$ cat config.mk
export PLATFORM = sky130hd
export DESIGN_NAME = cmprs_frame_sync_top
export DESIGN_NICKNAME = d
export VERILOG_FILES = /design/src/source/cmprs_pkg.sv /design/src/source/frame_pos_if.sv /design/src/source/src_frame_tracker.sv /design/src/source/dst_frame_reader.sv /design/src/source/stuffer_ctrl.sv /design/src/source/cmprs_frame_sync.sv /design/src/source/cmprs_frame_sync_top.sv
export SDC_FILE = /design/constraint.sdc
export NUM_CORES = 1
export LEC_CHECK = 0
export ABC_AREA = 1
export BUFFER_PORTS_ARGS = -buffer_cell sky130_fd_sc_hd__buf_2
export CORE_MARGIN = 4
export CORE_UTILIZATION = 50
export CTS_CLUSTER_DIAMETER = 150
export CTS_CLUSTER_SIZE = 8
export DETAILED_ROUTE_END_ITERATION = 8
export PLACE_DENSITY = 0.69
export SYNTH_ARGS = -nofsm -noshare
export SYNTH_HDL_FRONTEND = slang
export SYNTH_SLANG_ARGS = --single-unit
export TNS_END_PERCENT = 5
$ cat constraint.sdc
create_clock -name mclk -period 1.6 [get_ports mclk]
set_input_delay 0.08 -clock mclk [delete_from_list [all_inputs] [get_ports mclk]]
set_output_delay 0.08 -clock mclk [all_outputs]
set_load 0.03 [all_outputs]
$ cat src/source/cmprs_pkg.sv
//********************************************************************
// shared sizes, timing constants, line/frame number types and the
// state enums of the compressor frame synchronizer
//********************************************************************
`default_nettype none

package cmprs_pkg;

    localparam int FRAME_HEIGHT_BITS  = 8;    // width of a line number
    localparam int LAST_FRAME_BITS    = 4;    // frame number wraps at this width
    localparam int CMPRS_TIMEOUT_BITS = 12;

    typedef logic [FRAME_HEIGHT_BITS-1:0] line_t;
    typedef logic [LAST_FRAME_BITS-1:0]   frame_num_t;

    localparam line_t FRAME_LINES     = line_t'(16); // lines in one frame
    localparam line_t VSYNC_LATE_LINE = line_t'(2);  // source line that fires the late vsync

    localparam int LINE_CYCLES  = 4;                     // reader pace, mclk cycles per line
    localparam int PACE_BITS    = $clog2(LINE_CYCLES);
    localparam int FLUSH_CYCLES = 8;                     // stuffer drain length
    localparam int FLUSH_BITS   = $clog2(FLUSH_CYCLES);

    localparam logic [CMPRS_TIMEOUT_BITS-1:0] CMPRS_TIMEOUT = 1000; // mclk cycles

    typedef enum logic [1:0] {
        st_idle,
        st_run,
        st_flush
    } stuffer_state_t;

    typedef enum logic {
        rd_idle,
        rd_read
    } reader_state_t;

endpackage

`default_nettype wire

$ cat src/source/frame_pos_if.sv
//********************************************************************
// position of one memory channel: unfinished line, frame number and
// the frame done / frame mark strobes
//********************************************************************
`default_nettype none

interface frame_pos_if;
    import cmprs_pkg::*;

    line_t      line_unfinished; // line currently being transferred
    frame_num_t frame_number;
    logic       frame_done;      // single cycle, whole frame transferred
    logic       frame_mark;      // late vsync on the source, frame started on the destination

    modport producer (output line_unfinished, frame_number, frame_done, frame_mark);
    modport consumer (input  line_unfinished, frame_number, frame_done, frame_mark);

endinterface

`default_nettype wire

$ cat src/source/src_frame_tracker.sv
//********************************************************************
// sensor channel position: counts written lines, fires the late
// vsync and reports frame completion with a wrapping frame number
//********************************************************************
`default_nettype none

module src_frame_tracker (
    input  logic          mclk,
    input  logic          mrst,
    input  logic          sensor_vsync, // start of a new sensor frame
    input  logic          sensor_line,  // one line written to memory
    frame_pos_if.producer pos
);
    import cmprs_pkg::*;

    logic frame_open;   // frame started and not all of its lines written yet
    logic line_stepped; // line_unfinished advanced on the last edge

    always_ff @(posedge mclk) begin
        if (mrst) begin
            pos.line_unfinished <= '0;
            pos.frame_number    <= '0;
            frame_open          <= 1'b0;
            line_stepped        <= 1'b0;
        end else begin
            line_stepped <= 1'b0;
            if (sensor_vsync) begin
                pos.line_unfinished <= '0;
                frame_open          <= 1'b1;
                // a frame cut short by a new vsync still used up its buffer
                if (frame_open) begin
                    pos.frame_number <= pos.frame_number + 1'b1;
                end
            end else if (sensor_line && frame_open) begin
                pos.line_unfinished <= pos.line_unfinished + 1'b1;
                line_stepped        <= 1'b1;
                if (pos.line_unfinished == FRAME_LINES - 1'b1) begin
                    frame_open <= 1'b0; // last line, ignore extra line strobes
                end
            end
            if (line_stepped && pos.line_unfinished == FRAME_LINES) begin
                pos.frame_number <= pos.frame_number + 1'b1; // together with frame_done
            end
        end
    end

    // strobes follow the line count by one cycle, only on the step itself
    always_ff @(posedge mclk) begin
        if (mrst) begin
            pos.frame_mark <= 1'b0;
            pos.frame_done <= 1'b0;
        end else begin
            pos.frame_mark <= line_stepped && (pos.line_unfinished == VSYNC_LATE_LINE);
            pos.frame_done <= line_stepped && (pos.line_unfinished == FRAME_LINES);
        end
    end

endmodule

`default_nettype wire

$ cat src/source/dst_frame_reader.sv
//********************************************************************
// compressor channel reader: reads a frame line by line at a fixed
// pace, stalls while suspended and reports its position
//********************************************************************
`default_nettype none

module dst_frame_reader (
    input  logic          mclk,
    input  logic          mrst,
    input  logic          frame_start_dst, // start (or restart) reading a frame
    input  logic          suspend,         // source has not written far enough yet
    frame_pos_if.producer pos
);
    import cmprs_pkg::*;

    reader_state_t        state;
    logic [PACE_BITS-1:0] pace_cnt; // cycles spent on the current line

    always_ff @(posedge mclk) begin
        if (mrst) begin
            state               <= rd_idle;
            pace_cnt            <= '0;
            pos.line_unfinished <= '0;
            pos.frame_number    <= '0;
            pos.frame_mark      <= 1'b0;
            pos.frame_done      <= 1'b0;
        end else begin
            pos.frame_mark <= frame_start_dst; // frame started, one cycle after the request
            pos.frame_done <= 1'b0;
            if (frame_start_dst) begin
                // a start while busy simply drops the frame in progress
                state               <= rd_read;
                pace_cnt            <= '0;
                pos.line_unfinished <= '0;
            end else if (state == rd_read && !suspend) begin
                if (pace_cnt == PACE_BITS'(LINE_CYCLES - 1)) begin
                    pace_cnt            <= '0;
                    pos.line_unfinished <= pos.line_unfinished + 1'b1;
                    if (pos.line_unfinished == FRAME_LINES - 1'b1) begin
                        pos.frame_done   <= 1'b1;
                        pos.frame_number <= pos.frame_number + 1'b1;
                        state            <= rd_idle;
                    end
                end else begin
                    pace_cnt <= pace_cnt + 1'b1;
                end
            end
        end
    end

endmodule

`default_nettype wire

$ cat src/source/stuffer_ctrl.sv
//********************************************************************
// bit stuffer model: runs during a compressed frame, then drains for
// a fixed flush time, either at frame end or when forced
//********************************************************************
`default_nettype none

module stuffer_ctrl (
    input  logic          mclk,
    input  logic          mrst,
    frame_pos_if.consumer dst,
    input  logic          force_flush_long, // abort request, may be held for many cycles
    output logic          stuffer_running
);
    import cmprs_pkg::*;

    stuffer_state_t        state;
    logic [FLUSH_BITS-1:0] flush_cnt;

    always_ff @(posedge mclk) begin
        if (mrst) begin
            state     <= st_idle;
            flush_cnt <= '0;
        end else begin
            case (state)
                st_idle: begin
                    if (dst.frame_mark) state <= st_run; // first macroblock of a frame
                end
                st_run: begin
                    if (dst.frame_done || force_flush_long) begin
                        state     <= st_flush;
                        flush_cnt <= '0;
                    end
                end
                st_flush: begin
                    // the drain always completes, a held force flush does not extend it
                    if (flush_cnt == FLUSH_BITS'(FLUSH_CYCLES - 1)) state <= st_idle;
                    flush_cnt <= flush_cnt + 1'b1;
                end
                default: state <= st_idle;
            endcase
        end
    end

    assign stuffer_running = (state != st_idle); // high while running and while flushing

endmodule

`default_nettype wire

$ cat src/source/cmprs_frame_sync.sv
//********************************************************************
// frame synchronizer between the sensor and compressor channels:
// frame start, reader suspend, broken/aborted frame flush and the
// graceful extension of compressor enable
//********************************************************************
`default_nettype none

module cmprs_frame_sync (
    input  logic          mclk,
    input  logic          mrst,
    input  logic          cmprs_en,         // low stops compression, with graceful shutdown
    input  logic          cmprs_run,        // bonded mode, destination follows the late vsync
    input  logic          cmprs_standalone, // single cycle, one frame from memory with cmprs_run low
    input  logic          single_frame_buf, // both channels share one buffer, frame numbers stay 0
    frame_pos_if.consumer src,
    frame_pos_if.consumer dst,
    input  logic          stuffer_running,
    output logic          frame_start_dst,
    output logic          suspend,
    output logic          force_flush_long,
    output logic          cmprs_en_extend,  // keeps the compressor alive until the stuffer drains
    output logic          reading_frame
);
    import cmprs_pkg::*;

    logic                          bonded_mode;
    logic                          frames_differ;         // single buffer, source already moved on
    logic                          frame_numbers_differ;  // multi buffer, channels on different frames
    logic                          line_numbers_sync;     // source line is ahead of the reader
    logic                          broken_frame;
    logic                          aborted_frame;
    logic                          stuffer_running_d;
    logic                          cmprs_en_d;
    logic [CMPRS_TIMEOUT_BITS-1:0] timeout;
    logic                          extend_stop;

    // shutdown ends when the stuffer is seen idle or the timeout expires
    assign extend_stop = !cmprs_en && ((timeout == '0) || !stuffer_running_d);

    always_ff @(posedge mclk) begin
        if (mrst) begin
            cmprs_en_extend <= 1'b0;
            timeout         <= '0;
        end else begin
            if (cmprs_en)         cmprs_en_extend <= 1'b1;
            else if (extend_stop) cmprs_en_extend <= 1'b0;

            if (cmprs_en)              timeout <= CMPRS_TIMEOUT;
            else if (!cmprs_en_extend) timeout <= '0;
            else if (timeout != '0)    timeout <= timeout - 1'b1;
        end
    end

    always_ff @(posedge mclk) begin
        if (mrst) begin
            stuffer_running_d <= 1'b0;
            cmprs_en_d        <= 1'b0;
            broken_frame      <= 1'b0;
            aborted_frame     <= 1'b0;
            force_flush_long  <= 1'b0;
        end else begin
            stuffer_running_d <= stuffer_running;
            cmprs_en_d        <= cmprs_en;
            // new source frame while the old one is still read from memory
            broken_frame  <= cmprs_en && cmprs_run && src.frame_mark && reading_frame;
            aborted_frame <= cmprs_en_d && !cmprs_en && stuffer_running_d; // disabled mid-frame
            // the request is held until the stuffer has drained or shutdown ends
            if (!stuffer_running_d || !cmprs_en_extend || extend_stop) begin
                force_flush_long <= 1'b0;
            end else if (broken_frame || aborted_frame) begin
                force_flush_long <= 1'b1;
            end
        end
    end

    always_ff @(posedge mclk) begin
        if (mrst) begin
            reading_frame   <= 1'b0;
            frame_start_dst <= 1'b0;
            bonded_mode     <= 1'b0;
            frames_differ   <= 1'b0;
        end else begin
            if (!cmprs_en || dst.frame_done || (cmprs_run && src.frame_mark)) begin
                reading_frame <= 1'b0;
            end else if (dst.frame_mark) begin
                reading_frame <= 1'b1;
            end

            // bonded starts wait for the previous frame to be read out
            frame_start_dst <= cmprs_en && (cmprs_run ? (src.frame_mark && !reading_frame)
                                                      : cmprs_standalone);

            if (!cmprs_en)             bonded_mode <= 1'b0;
            else if (cmprs_run)        bonded_mode <= 1'b1;
            else if (cmprs_standalone) bonded_mode <= 1'b0;

            if (!cmprs_en || !cmprs_run || src.frame_mark) frames_differ <= 1'b0;
            else if (src.frame_done)                       frames_differ <= 1'b1;
        end
    end

    // comparison stage, then the suspend decision one cycle later
    always_ff @(posedge mclk) begin
        if (mrst) begin
            frame_numbers_differ <= 1'b0;
            line_numbers_sync    <= 1'b0;
            suspend              <= 1'b0;
        end else begin
            frame_numbers_differ <= (src.frame_number != dst.frame_number);
            line_numbers_sync    <= (src.line_unfinished > dst.line_unfinished);
            suspend <= bonded_mode &&
                       !((single_frame_buf ? frames_differ : frame_numbers_differ) ||
                         line_numbers_sync);
        end
    end

endmodule

`default_nettype wire

$ cat src/source/cmprs_frame_sync_top.sv
//********************************************************************
// top level: sensor tracker, compressor reader, stuffer model and
// the frame synchronizer joined by two channel position interfaces
//********************************************************************
`default_nettype none

module cmprs_frame_sync_top (
    input  logic                   mclk,
    input  logic                   mrst,
    input  logic                   cmprs_en,
    input  logic                   cmprs_run,
    input  logic                   cmprs_standalone,
    input  logic                   single_frame_buf,
    input  logic                   sensor_vsync,
    input  logic                   sensor_line,
    output logic                   frame_start_dst,
    output logic                   suspend,
    output logic                   force_flush_long,
    output logic                   cmprs_en_extend,
    output logic                   reading_frame,
    output logic                   stuffer_running,
    output logic                   dst_frame_done,
    output cmprs_pkg::line_t       dst_line,
    output cmprs_pkg::frame_num_t  dst_frame_number
);

    frame_pos_if src_pos ();
    frame_pos_if dst_pos ();

    src_frame_tracker src_frame_tracker_i (
        .mclk         (mclk),
        .mrst         (mrst),
        .sensor_vsync (sensor_vsync),
        .sensor_line  (sensor_line),
        .pos          (src_pos.producer)
    );

    dst_frame_reader dst_frame_reader_i (
        .mclk            (mclk),
        .mrst            (mrst),
        .frame_start_dst (frame_start_dst),
        .suspend         (suspend),
        .pos             (dst_pos.producer)
    );

    stuffer_ctrl stuffer_ctrl_i (
        .mclk             (mclk),
        .mrst             (mrst),
        .dst              (dst_pos.consumer),
        .force_flush_long (force_flush_long),
        .stuffer_running  (stuffer_running)
    );

    cmprs_frame_sync cmprs_frame_sync_i (
        .mclk             (mclk),
        .mrst             (mrst),
        .cmprs_en         (cmprs_en),
        .cmprs_run        (cmprs_run),
        .cmprs_standalone (cmprs_standalone),
        .single_frame_buf (single_frame_buf),
        .src              (src_pos.consumer),
        .dst              (dst_pos.consumer),
        .stuffer_running  (stuffer_running),
        .frame_start_dst  (frame_start_dst),
        .suspend          (suspend),
        .force_flush_long (force_flush_long),
        .cmprs_en_extend  (cmprs_en_extend),
        .reading_frame    (reading_frame)
    );

    // reader position brought out for observation
    assign dst_frame_done   = dst_pos.frame_done;
    assign dst_line         = dst_pos.line_unfinished;
    assign dst_frame_number = dst_pos.frame_number;

endmodule

`default_nettype wire

==> run metrics <==
P_sw 766.8 uW; WP data arrival 1680 ps; Worst Hold Slack 31.36 ps; Routed WL 6032 um; Crit path top cell by count nand3_1; Distinct cells, synth 37; initial antenna violation count 0; Setup Fix Bufs, Post-CTS 0; Hold Vio Cnt, Final 0; Tightest Pin Transition 457.0 ps; Peak supply drop 473.9 uV; layout cells sized above 1 15.37%; die area 0.007376 mm^2; CTS buffer count 9; Post-Synth XOR/XNOR Area 3.465%; I/O Buffers 26; CTS tree done; synth warn 0; post-layout util 58.22%; global-route wire length before repair 10560 um; Avg Vias per Cell 4.961; hold_buf cts 3; Routed wire per std cell 11.80 um; Sink Count 63; mux contribution to synthesized area 0%; num ports 27; Tot GR Track Use 17.86%; post-synthesis simple-gate area fraction 27.68%; CP max stage delay 410 ps; largest net degree at the start of global routing 25; largest family of logic cells by synthesized area simple AND/OR/NAND/NOR gates; number of max-cap violations 0; Adder-Cell Fraction of Synth Area 7.426%; worst min path class input port to flop; Setup violations, final 0; Skew-Pair Late Insertion Delay 330 ps; H-tree levels 3; CP startpoint kind flop; Inserted Diodes 0; Clk pin slew, worst setup/hold paths 70 ps; sequential area share after synthesis 41.58%; Post-Syn Area 0.003033 mm^2; Critical Path End Type flop; status finished clean; commonest non-fill, non-tap cell in the layout nand2_1; fin nets 458; FMAX 685.8 MHz; Starting Density 51.23%; CP Max Fanout 5; fin. max-slew vios 0; CTS max path bufs 2; Req. time, crit path 1820 ps; clk root buf clkbuf_8; worst-path cell chain ha_1 -> nand3_1 -> nor2_2 -> nand3_1 -> nand2_1 -> a21oi_1; Sw Share 25.18%; most frequent cells in the layout nand2_1 (71), dfxtp_1 (63), nor2_1 (51); Gate power share 8.2%; Post-CTS Resized 0; clock power share 38.3%; Worst Path Buf+Inv 0; vias in the first global route 2387; synthesized instance count 392; RSZ-0062 raised after global routing no; DP Area 0.003253 mm^2; fin area 0.003447 mm^2; Synth Register Bits 63; Via Count 2535; WS Path Type flop to flop; Cell Pwr Density 883.3 mW/mm^2; number of remaining DRC errors 0; DRT iter0 DRCs 100; Synth Area in Compound Gates 12.67%; die width 85.89 um; Leakage Power 0.001580 uW; fin crit share 91.14%; Post-DP HPWL 4605 um; Tmin final 1458 ps; Reg power frac 53.5%; Top delay family on crit path simple AND/OR/NAND/NOR gates; Die H 85.89 um; Placer Congestion 0.8731; Fin Clk Skew 6.667 ps; Syn Nets 418; internal power 2278 uW; grt total ovfl 0; relative slew slack 69.21%; post-route setup TNS 0 ps; row cnt 28; core area 0.005921 mm^2; DRT antenna net count 0; drt first pass iters 4; Syn Area/Cell 7.737 um^2; Slowest cell on crit path dfxtp_1; Area Growth Syn to Fin 13.66%
registers in the layout (all words and copies together), names as in the netlist, 2 cells and up:
register                                 count
cmprs_frame_sync_i.timeout                  12
dst_frame_reader_i.pace_cnt                  2
dst_frame_reader_i.pos.frame_number          4
dst_frame_reader_i.pos.line_unfinished       8
src_frame_tracker_i.pos.frame_number         4
src_frame_tracker_i.pos.line_unfinished      8
stuffer_ctrl_i.flush_cnt                     3
stuffer_ctrl_i.state                         2
Yosys cell counts, drive strengths merged:
cell | n | area share [%]
nand2 | 77 | 11
dfxtp | 63 | 42
nor2 | 57 | 8.0
inv | 51 | 6.3
a21oi | 37 | 6.1
o21ai | 21 | 3.5
nand3 | 20 | 3.5
ha | 18 | 7.4
nor3 | 7 | 1.9
xnor2 | 7 | 2.0
nand4 | 6 | 1.2
xor2 | 5 | 1.4
and3 | 3 | 0.62
nand3b | 3 | 1.2
buf | 2 | 0.74
o21a | 2 | 0.49
or2 | 2 | 0.50
a2111oi | 1 | 0.29
a211oi | 1 | 0.41
a31o | 1 | 0.29
a31oi | 1 | 0.21
a41oi | 1 | 0.29
clkbuf | 1 | 0.12
nor3b | 1 | 0.25
o211a | 1 | 0.33
o211ai | 1 | 0.25
o21bai | 1 | 0.25
o311ai | 1 | 0.29
worst reg2reg max path: stages, from the launching register on:
cell,delay (ps)
dfxtp_1,410
ha_1,220
nand3_1,130
nor2_2,240
nand3_1,190
nand2_1,100
a21oi_1,70
power by group through the flow:
stage,sequential (uW),clock (uW),combinational (uW)
2_1_floorplan,1660,0,185
6_report,1630,1170,251
5_1_grt,1630,1260,290
3_3_place_gp,1660,0,243
4_1_cts,1630,1200,253
3_5_place_dp,1660,0,246
layer usage:
layer	wire length, um	GRT usage [%]
met3	265	4.227
met2	2667	27.47
met4	113	8.058
met5	0	0
met1	2985	23.74
path summary, 6_finish.rpt:
path / start / end / slack [ps] / depth (start not counted)
max: dst_frame_reader_i.pos.line_unfinished[0] / dst_frame_reader_i.pos.frame_number[1] / 140 / 6
min: cmprs_run / cmprs_frame_sync_i.bonded_mode / 30 / 3
max reg2reg: dst_frame_reader_i.pos.line_unfinished[0] / dst_frame_reader_i.pos.frame_number[1] / 140 / 6
min reg2reg: cmprs_frame_sync_i.line_numbers_sync / cmprs_frame_sync_i.suspend / 420 / 1
stage by stage:
step / total power (uW) / setup slack (ps) / std cells
after floorplan: 1847 / 77.68 / 392
after global placement: 1905 / 186.7 / 493
after detailed placement: 1909 / 158.6 / 493
after CTS: 3077 / 141.9 / 511
after global routing: 3184 / 10.08 / 511
final: 3045 / 141.8 / 511
layout make-up:
class	count	area, um^2
Timing Repair Buffer	32	182.7
Multi-Input combinational cell	275	1554
Inverter	51	191.4
Sequential cell	63	1261
Fill cell	560	2474
Clock inverter	4	22.52
Clock buffer	11	141.4
Tap cell	75	93.84
logic make-up after synthesis:
| kind of cell | count (synthesis) |
|---|---|
| buffers and inverters | 54 |
| adder cells (fa/ha/maj) | 18 |
| AO/OA/AOI/OAI | 69 |
| flip-flops | 63 |
| XOR/XNOR | 12 |
| AND/OR/NAND/NOR | 176 |
Note: power is estimated with default switching activity, not from simulation.
